[config.mk]
export PLATFORM = sky130hd
export DESIGN_NAME = axil_apb_subsystem
export DESIGN_NICKNAME = d
export VERILOG_FILES = /design/src/source/apb_bridge_pkg.sv /design/src/source/apb_register_bank.sv /design/src/source/apb_transfer_execute.sv /design/src/source/axil_apb_subsystem.sv /design/src/source/axil_request_decode.sv /design/src/source/axil_response_result.sv
export SDC_FILE = /design/constraint.sdc
export NUM_CORES = 1
export LEC_CHECK = 0
export ABC_AREA = 1
export BUFFER_PORTS_ARGS = -buffer_cell sky130_fd_sc_hd__buf_2
export CORE_UTILIZATION = 45
export CTS_CLUSTER_DIAMETER = 150
export DETAILED_ROUTE_END_ITERATION = 10
export PLACE_DENSITY = 0.64
export SETUP_SLACK_MARGIN = 0.5
export SYNTH_ARGS = -nofsm -noshare
export SYNTH_HDL_FRONTEND = slang
export SYNTH_SLANG_ARGS = --single-unit
[constraint.sdc]
create_clock -name clk -period 4.81 [get_ports clk]
set_input_delay 0.2405 -clock clk [delete_from_list [all_inputs] [get_ports clk]]
set_output_delay 0.2405 -clock clk [all_outputs]
set_load 0.01 [all_outputs]
[src/source/apb_bridge_pkg.sv]
// Bridge package with bus widths, transfer structs and the enums shared by all stages
`default_nettype none

package apb_bridge_pkg;

  // Bus widths
  localparam int ADDR_W = 16;
  localparam int DATA_W = 32;
  localparam int STRB_W = DATA_W / 8;

  typedef enum logic {
    OP_READ  = 1'b0,
    OP_WRITE = 1'b1
  } op_e;

  // APB requester phases
  typedef enum logic [1:0] {
    ST_IDLE   = 2'd0,
    ST_SETUP  = 2'd1,
    ST_ACCESS = 2'd2,
    ST_DONE   = 2'd3
  } xfer_state_e;

  typedef enum logic [1:0] {
    RESP_OKAY   = 2'b00,
    RESP_SLVERR = 2'b10
  } axi_resp_e;

  // 53-bit request from decode to execute
  typedef struct packed {
    op_e               op;
    logic [ADDR_W-1:0] addr;
    logic [DATA_W-1:0] wdata;
    logic [STRB_W-1:0] wstrb;
  } apb_req_t;

  // 35-bit response from execute to result
  typedef struct packed {
    op_e               op;
    logic [DATA_W-1:0] rdata;
    axi_resp_e         resp;
  } apb_rsp_t;

endpackage

`default_nettype wire

[src/source/apb_register_bank.sv]
// APB completer register file with byte strobes, wait states and bad address error
`default_nettype none

module apb_register_bank
  import apb_bridge_pkg::*;
#(
  parameter int NUM_REGS    = 16,
  parameter int WAIT_STATES = 1
) (
  input  logic              clk,
  input  logic              rst,
  input  logic              psel,
  input  logic              penable,
  input  logic              pwrite,
  input  logic [ADDR_W-1:0] paddr,
  input  logic [DATA_W-1:0] pwdata,
  input  logic [STRB_W-1:0] pstrb,
  output logic [DATA_W-1:0] prdata,
  output logic              pready,
  output logic              pslverr
);

  localparam int CNT_W = (WAIT_STATES > 0) ? $clog2(WAIT_STATES + 1) : 1;
  localparam int IDX_W = (NUM_REGS > 1) ? $clog2(NUM_REGS) : 1;

  logic [DATA_W-1:0] regs [NUM_REGS];
  logic [CNT_W-1:0]  wait_cnt;
  logic [ADDR_W-3:0] word_idx;
  logic [IDX_W-1:0]  idx;
  logic              access;
  logic              bad;

  assign access   = psel && penable;
  assign word_idx = paddr[ADDR_W-1:2];
  assign idx      = word_idx[IDX_W-1:0];
  // Misaligned or past the last register
  assign bad      = (paddr[1:0] != 2'b00) || (32'(word_idx) >= NUM_REGS);

  assign pready  = access && (wait_cnt == CNT_W'(WAIT_STATES));
  assign pslverr = pready && bad;
  assign prdata  = bad ? '0 : regs[idx];

  // Wait state count restarts after every transfer
  always_ff @(posedge clk) begin
    if (rst) begin
      wait_cnt <= '0;
    end else if (access && !pready) begin
      wait_cnt <= wait_cnt + 1'b1;
    end else begin
      wait_cnt <= '0;
    end
  end

  always_ff @(posedge clk) begin
    if (rst) begin
      for (int i = 0; i < NUM_REGS; i++) begin
        regs[i] <= '0;
      end
    end else if (pready && pwrite && !bad) begin
      for (int b = 0; b < STRB_W; b++) begin
        if (pstrb[b]) regs[idx][8*b +: 8] <= pwdata[8*b +: 8];
      end
    end
  end

endmodule

`default_nettype wire

[src/source/apb_transfer_execute.sv]
// APB requester FSM running one setup and one access phase per request
`default_nettype none

module apb_transfer_execute
  import apb_bridge_pkg::*;
(
  input  logic              clk,
  input  logic              rst,
  input  logic              xfer_req,
  input  apb_req_t          xfer,
  output logic              xfer_ack,
  output logic              rsp_req,
  output apb_rsp_t          rsp,
  input  logic              rsp_ack,
  output logic              psel,
  output logic              penable,
  output logic              pwrite,
  output logic [ADDR_W-1:0] paddr,
  output logic [DATA_W-1:0] pwdata,
  output logic [STRB_W-1:0] pstrb,
  input  logic [DATA_W-1:0] prdata,
  input  logic              pready,
  input  logic              pslverr
);

  xfer_state_e state;

  assign psel    = (state == ST_SETUP) || (state == ST_ACCESS);
  assign penable = (state == ST_ACCESS);

  always_ff @(posedge clk) begin
    if (rst) begin
      state    <= ST_IDLE;
      xfer_ack <= 1'b0;
      rsp_req  <= 1'b0;
    end else begin
      case (state)
        ST_IDLE: if (xfer_req && !xfer_ack) state <= ST_SETUP;
        ST_SETUP: state <= ST_ACCESS;
        ST_ACCESS: begin
          if (pready) begin
            rsp_req <= 1'b1;
            state   <= ST_DONE;
          end
        end
        ST_DONE: begin
          // Release decode once result holds the response
          if (rsp_req && rsp_ack) begin
            rsp_req  <= 1'b0;
            xfer_ack <= 1'b1;
          end else if (xfer_ack && !xfer_req && !rsp_ack) begin
            xfer_ack <= 1'b0;
            state    <= ST_IDLE;
          end
        end
        default: state <= ST_IDLE;
      endcase
    end
  end

  // Bus payload and captured response
  always_ff @(posedge clk) begin
    if (state == ST_IDLE && xfer_req && !xfer_ack) begin
      pwrite <= (xfer.op == OP_WRITE);
      paddr  <= xfer.addr;
      pwdata <= xfer.wdata;
      pstrb  <= (xfer.op == OP_WRITE) ? xfer.wstrb : '0;
    end
    if (state == ST_ACCESS && pready) begin
      rsp.op    <= pwrite ? OP_WRITE : OP_READ;
      rsp.rdata <= prdata;
      rsp.resp  <= pslverr ? RESP_SLVERR : RESP_OKAY;
    end
  end

  assert property (@(posedge clk) disable iff (rst) penable |-> psel);

  // Address and direction hold from setup through the last access cycle
  assert property (@(posedge clk) disable iff (rst)
    psel && !(penable && pready) |=> $stable(paddr) && $stable(pwrite));

endmodule

`default_nettype wire

[src/source/axil_apb_subsystem.sv]
// AXI4-Lite to APB bridge stages joined to one APB register bank
`default_nettype none

module axil_apb_subsystem
  import apb_bridge_pkg::*;
#(
  parameter int NUM_REGS    = 16,
  parameter int WAIT_STATES = 1
) (
  input  logic              clk,
  input  logic              rst,
  input  logic [ADDR_W-1:0] awaddr,
  input  logic              awvalid,
  output logic              awready,
  input  logic [DATA_W-1:0] wdata,
  input  logic [STRB_W-1:0] wstrb,
  input  logic              wvalid,
  output logic              wready,
  output logic [1:0]        bresp,
  output logic              bvalid,
  input  logic              bready,
  input  logic [ADDR_W-1:0] araddr,
  input  logic              arvalid,
  output logic              arready,
  output logic [DATA_W-1:0] rdata,
  output logic [1:0]        rresp,
  output logic              rvalid,
  input  logic              rready
);

  logic              xfer_req;
  logic              xfer_ack;
  apb_req_t          xfer;
  logic              rsp_req;
  logic              rsp_ack;
  apb_rsp_t          rsp;

  // Internal APB bus
  logic              psel;
  logic              penable;
  logic              pwrite;
  logic [ADDR_W-1:0] paddr;
  logic [DATA_W-1:0] pwdata;
  logic [STRB_W-1:0] pstrb;
  logic [DATA_W-1:0] prdata;
  logic              pready;
  logic              pslverr;

  axil_request_decode u_decode (
    .clk, .rst, .awaddr, .awvalid, .awready, .wdata, .wstrb, .wvalid, .wready,
    .araddr, .arvalid, .arready, .xfer_req, .xfer, .xfer_ack
  );

  apb_transfer_execute u_execute (
    .clk, .rst, .xfer_req, .xfer, .xfer_ack, .rsp_req, .rsp, .rsp_ack,
    .psel, .penable, .pwrite, .paddr, .pwdata, .pstrb, .prdata, .pready, .pslverr
  );

  axil_response_result u_result (
    .clk, .rst, .rsp_req, .rsp, .rsp_ack, .bresp, .bvalid, .bready,
    .rdata, .rresp, .rvalid, .rready
  );

  apb_register_bank #(
    .NUM_REGS    (NUM_REGS),
    .WAIT_STATES (WAIT_STATES)
  ) u_bank (
    .clk, .rst, .psel, .penable, .pwrite, .paddr, .pwdata, .pstrb,
    .prdata, .pready, .pslverr
  );

endmodule

`default_nettype wire

[src/source/axil_request_decode.sv]
// AXI4-Lite request capture with round-robin choice of the next APB transfer
`default_nettype none

module axil_request_decode
  import apb_bridge_pkg::*;
(
  input  logic              clk,
  input  logic              rst,
  input  logic [ADDR_W-1:0] awaddr,
  input  logic              awvalid,
  output logic              awready,
  input  logic [DATA_W-1:0] wdata,
  input  logic [STRB_W-1:0] wstrb,
  input  logic              wvalid,
  output logic              wready,
  input  logic [ADDR_W-1:0] araddr,
  input  logic              arvalid,
  output logic              arready,
  output logic              xfer_req,
  output apb_req_t          xfer,
  input  logic              xfer_ack
);

  logic              active;
  logic              aw_full;
  logic              w_full;
  logic              ar_full;
  logic [ADDR_W-1:0] aw_addr;
  logic [ADDR_W-1:0] ar_addr;
  logic [DATA_W-1:0] w_data;
  logic [STRB_W-1:0] w_strb;
  logic              last_wr;
  logic              wr_ok;
  logic              rd_ok;
  logic              pick_wr;
  logic              rd_pending;
  logic              issue;

  // Ready stays low until the first cycle out of reset
  assign awready    = active && !aw_full;
  assign wready     = active && !w_full;
  assign rd_pending = xfer_req && (xfer.op == OP_READ);
  assign arready    = active && !ar_full && !rd_pending;

  assign wr_ok   = aw_full && w_full;
  assign rd_ok   = ar_full;
  // Write wins unless a read is waiting and the last one served was a write
  assign pick_wr = wr_ok && (!rd_ok || !last_wr);
  assign issue   = !xfer_req && !xfer_ack && (wr_ok || rd_ok);

  always_ff @(posedge clk) begin
    if (rst) begin
      active   <= 1'b0;
      aw_full  <= 1'b0;
      w_full   <= 1'b0;
      ar_full  <= 1'b0;
      last_wr  <= 1'b0;
      xfer_req <= 1'b0;
    end else begin
      active <= 1'b1;
      if (awvalid && awready) aw_full <= 1'b1;
      if (wvalid && wready) w_full <= 1'b1;
      if (arvalid && arready) ar_full <= 1'b1;
      if (xfer_req && xfer_ack) begin
        xfer_req <= 1'b0;
        // Free the holding registers of the transfer just finished
        if (xfer.op == OP_WRITE) begin
          aw_full <= 1'b0;
          w_full  <= 1'b0;
        end else begin
          ar_full <= 1'b0;
        end
      end else if (issue) begin
        xfer_req <= 1'b1;
        last_wr  <= pick_wr;
      end
    end
  end

  always_ff @(posedge clk) begin
    if (awvalid && awready) aw_addr <= awaddr;
    if (wvalid && wready) begin
      w_data <= wdata;
      w_strb <= wstrb;
    end
    if (arvalid && arready) ar_addr <= araddr;
    if (issue) begin
      if (pick_wr) begin
        xfer <= '{op: OP_WRITE, addr: aw_addr, wdata: w_data, wstrb: w_strb};
      end else begin
        xfer <= '{op: OP_READ, addr: ar_addr, wdata: '0, wstrb: '0};
      end
    end
  end

  // Request payload is held for the whole handshake
  assert property (@(posedge clk) disable iff (rst)
    xfer_req |=> !xfer_req || $stable(xfer));

endmodule

`default_nettype wire

[src/source/axil_response_result.sv]
// Response slots for the AXI4-Lite B and R channels
`default_nettype none

module axil_response_result
  import apb_bridge_pkg::*;
(
  input  logic              clk,
  input  logic              rst,
  input  logic              rsp_req,
  input  apb_rsp_t          rsp,
  output logic              rsp_ack,
  output logic [1:0]        bresp,
  output logic              bvalid,
  input  logic              bready,
  output logic [DATA_W-1:0] rdata,
  output logic [1:0]        rresp,
  output logic              rvalid,
  input  logic              rready
);

  axi_resp_e b_resp;
  axi_resp_e r_resp;
  logic      take;

  // Accept only with both slots empty
  assign take  = rsp_req && !rsp_ack && !bvalid && !rvalid;
  assign bresp = b_resp;
  assign rresp = r_resp;

  always_ff @(posedge clk) begin
    if (rst) begin
      bvalid  <= 1'b0;
      rvalid  <= 1'b0;
      rsp_ack <= 1'b0;
    end else begin
      if (bvalid && bready) bvalid <= 1'b0;
      if (rvalid && rready) rvalid <= 1'b0;
      if (take) begin
        rsp_ack <= 1'b1;
        if (rsp.op == OP_WRITE) bvalid <= 1'b1;
        else rvalid <= 1'b1;
      end else if (!rsp_req && rsp_ack) begin
        rsp_ack <= 1'b0;
      end
    end
  end

  always_ff @(posedge clk) begin
    if (take) begin
      if (rsp.op == OP_WRITE) begin
        b_resp <= rsp.resp;
      end else begin
        rdata  <= rsp.rdata;
        r_resp <= rsp.resp;
      end
    end
  end

  assert property (@(posedge clk) disable iff (rst) bvalid && !bready |=> bvalid);
  assert property (@(posedge clk) disable iff (rst) rvalid && !rready |=> rvalid);

endmodule

`default_nettype wire
==> impl_metrics.py <==
metrics = {
    "outcome": {
        "outcome": "completed",
    },
    "sta": {
        "hold_viol_final": 0,
        "maxSlewHeadroom": 0.174,
        "finalMaxSlewViolations": 0,
        "grt_setup_unrepaired": "false",
        "period_share": 0.726,
        "period_minus_slack_ns": 3.49,
        "setup_violations": 0,
        "fmax_mhz": 286,
        "skew_ns": 0.0244,
        "worstMarginPinSlew_ns": 1.23,
        "setup_tns_ns": 0,
    },
    "detailed_routing": {
        "wl_per_cell_um": 19.3,
        "drcViolationCount": 0,
        "dr.pass1.iters": 7,
        "drt_iter0_drc": 2281,
        "viasPerCell": 5.21,
        "drt_wl_total_um": 87100,
        "postRouteAntennaNets": 0,
        "num_vias": 23500,
    },
    "power_and_ir_drop": {
        "powerDensity_mw_per_mm2": 375,
        "ir_drop_mv": 0.305,
        "leakage_nw": 15.3,
    },
    "yosys": {
        "synth_largest_area_cell": "edfxtp_1",
        "syn_avg_cell_area_um2": 10.7,
        "ys_top_cells_by_count": "nand2_1 (1423), edfxtp_1 (754), nor3_2 (312), nor3_1 (203), nor2_1 (125)",
        "synth-seq-cells": 768,
        "synth.distinct_cells": 29,
        "synthFlopType": "edfxtp_1",
        "yosys-top-cells-area": "edfxtp_1 (64%), nand2_1 (15%), nor3_2 (8.8%), nor3_1 (2.9%), buf_2 (1.5%)",
        "yosys_warnings": 0,
        "synth_edf_count": 754,
        "ys_seq_area_frac": 0.645,
        "synth_cells": 3311,
        "synth_most_common_cell": "nand2_1",
        "synth_top_area_frac": 0.637,
        "async_reset_ff_frac": 0,
        "synth_area_mm2": 0.0355,
    },
    "clock_tree": {
        "ctsResizeCount": 0,
        "cts_sinks": 768,
        "root_buffer": "clkbuf_16",
        "clk_latency_ns": 0.65,
        "numCtsBuffers": 82,
        "tritoncts": "done",
        "clockBufferDepth": 3,
        "path_clk_slew_ns": 0.06,
        "htree_levels": 3,
    },
    "hold_path": {
        "hp-start": "awvalid",
        "min_to": "u_decode.aw_addr[3]$_DFFE_PP_",
        "min_delay_path_depth": 3,
        "hp-class": "in2reg",
    },
    "finish": {
        "drive_gt1_frac": 0.192,
        "fin_area_mm2": 0.0400,
        "antennaDiodeCount": 0,
        "nFillCells": 6943,
        "syn_to_final_growth_pct": 12.7,
        "multi_input_area_mm2": 0.0109,
        "fin_nets": 3491,
        "regArea_mm2": 0.0229,
    },
    "critical_path": {
        "max_stage_delay_ns": 1.27,
        "cp_top_family": "compound AO/OA/AOI/OAI gates",
        "reg2reg_from": "u_execute.state[0]$_SDFFE_PP0P_",
        "cp_cell_sequence": "inv_1 > ha_1 > nand2_1 > nor2_4 > nand4_4 > o21ai_0",
        "critical_path_arrival_ns": 3.74,
        "path_class": "reg2reg",
        "crit_buf_inv": 1,
        "critPathCaptureType": "register",
        "r2r_end": "u_bank.regs[1][6]$_SDFFCE_PN0P_",
        "ff2ff_setup_slack_ns": 1.32,
        "r2r_cells": 6,
        "crit_fanout": 50,
        "critPathLaunchType": "register",
        "crit_required_ns": 5.06,
        "slowest_stage": "o21ai_0",
    },
    "placed_design": {
        "place_congestion": 0.831,
        "io_buffers": 113,
        "dp_hpwl_um": 52200,
        "placed_area_mm2": 0.0367,
    },
    "grt": {
        "grt_pass1_vias": 22500,
        "grt_pass1_wl_um": 133000,
        "overflow": 0,
        "grtUsageTotal": 0.217,
        "grt_antenna_before_repair": 0,
        "grt_max_degree": 168,
    },
    "die": {
        "die_area_mm2": 0.0801,
        "die_w_um": 283,
        "row_count": 102,
        "start_util": 0.457,
        "core_area_mm2": 0.0778,
        "die_h_um": 283,
        "io_pins": 116,
    },
    "job": {
        "maxCapViolations": 0,
    },
}
## kinds of logic (layout without fill, tap and decap cells)
group | Yosys count | in the layout | share of synthesized area
buffers and inverters | 360 | 524 | 0.0509
and+or+nand+nor | 2099 | 2099 | 0.292
DFF | 768 | 768 | 0.645
other | 1 | 2 | 0.000105
AOI/OAI and AO/OA | 79 | 79 | 0.0112
adders and majority gates | 4 | 4 | 0.00141
## layer usage
| metal | track usage | up-vias | routed length [um] |
|---|---|---|---|
| met5 | 0 | - | 0 |
| met4 | 0.0619 | 0 | 2120 |
| met3 | 0.0341 | 144 | 6670 |
| met2 | 0.341 | 917 | 39900 |
| met1 | 0.311 | 11200 | 38400 |
| li1 | - | 11300 | - |
## power breakdown
part	internal (mW)	leakage [nW]	switching, mW
Sequential	7.60	7.57	0.0942
Combinational	0.297	6.46	0.969
Clock	3.47	1.24	2.60
Total	11.4	15.3	3.67
## timing repair
| item | 4_1_cts | 5_1_grt |
|---|---|---|
| endpoints found under the hold margin | 75 | 0 |
| hold buffers | 74 | 0 |
| setup buffers | 0 | 0 |
## area by class of cell
type                       count  share of cell area
inverter                     102             0.00978
multi-input combinational   2184               0.271
sequential                   768               0.572
timing repair buffer         274              0.0502
clock buffer                  96              0.0536
tap                         1040              0.0325
clock inverter                52              0.0105
## registers in the layout, indices dropped and copies added (netlist names), 16 cells and up
name	flops
u_decode.w_data	32
u_bank.regs	512
u_result.rdata	32
u_decode.xfer	53
u_decode.ar_addr	16
u_execute.rsp	34
u_decode.aw_addr	16
u_execute.pwdata	32
u_execute.paddr	16
## cells in the final DEF (no fill, tap or decap), types with 3 or more instances in the layout
cell / Yosys / layout
a21oi_1: 8 / 8
buf_12: 0 / 4
buf_2: 105 / 113
buf_4: 35 / 83
bufinv_16: 0 / 5
clkbuf_1: 79 / 12
clkbuf_16: 0 / 84
clkinv_1: 0 / 22
clkinv_2: 1 / 13
clkinv_8: 0 / 3
clkinvlp_4: 0 / 6
dfxtp_1: 14 / 14
dlygate4sd3_1: 0 / 74
edfxtp_1: 754 / 754
ha_1: 4 / 4
inv_1: 96 / 93
inv_2: 5 / 6
inv_6: 0 / 3
nand2_1: 1423 / 1422
nand2_2: 4 / 5
nand2_4: 12 / 12
nand3_1: 4 / 4
nand4_4: 4 / 4
nor2_1: 125 / 123
nor2_4: 3 / 6
nor2_8: 4 / 4
nor3_1: 203 / 203
nor3_2: 312 / 312
o21ai_0: 70 / 70
## through the flow
stage / utilization / cells / setup WS [ns] / power, mW / hold WS [ns]
final: 0.514 / 4516 / 1.32 / 15.0 / 0.222
after CTS: 0.514 / 4516 / 1.39 / 15.1 / 0.192
after global routing: 0.514 / 4516 / 1.14 / 15.5 / 0.221
after global placement: 0.472 / 4294 / 1.43 / 9.03 / 0.401
after floorplan: - / 3312 / 1.24 / 8.64 / 0.339
after detailed placement: 0.472 / 4294 / 1.41 / 9.05 / 0.405
## worst min-delay path, delay by kind of cell
kind,cells,cell delay (ns)
buffers and inverters,2,0.30
AND/OR/NAND/NOR,1,0.14
## worst max-delay path by stage
stage,start,end,slack (ns),cells past startpoint
2_1_floorplan,u_decode.active$_DFF_P_,u_decode.w_data[0]$_DFFE_PP_,1.24,2
3_3_place_gp,u_execute.paddr[12]$_DFFE_PP_,u_bank.regs[1][3]$_SDFFCE_PN0P_,1.43,4
3_5_place_dp,u_execute.state[0]$_SDFFE_PP0P_,u_bank.regs[1][2]$_SDFFCE_PN0P_,1.41,6
4_1_cts,u_execute.state[0]$_SDFFE_PP0P_,u_bank.regs[1][6]$_SDFFCE_PN0P_,1.39,6
5_1_grt,u_execute.state[0]$_SDFFE_PP0P_,u_bank.regs[1][24]$_SDFFCE_PN0P_,1.14,6
6_report,u_execute.state[0]$_SDFFE_PP0P_,u_bank.regs[1][6]$_SDFFCE_PN0P_,1.32,6
No activity file was read; power rests on OpenSTA's default activity.
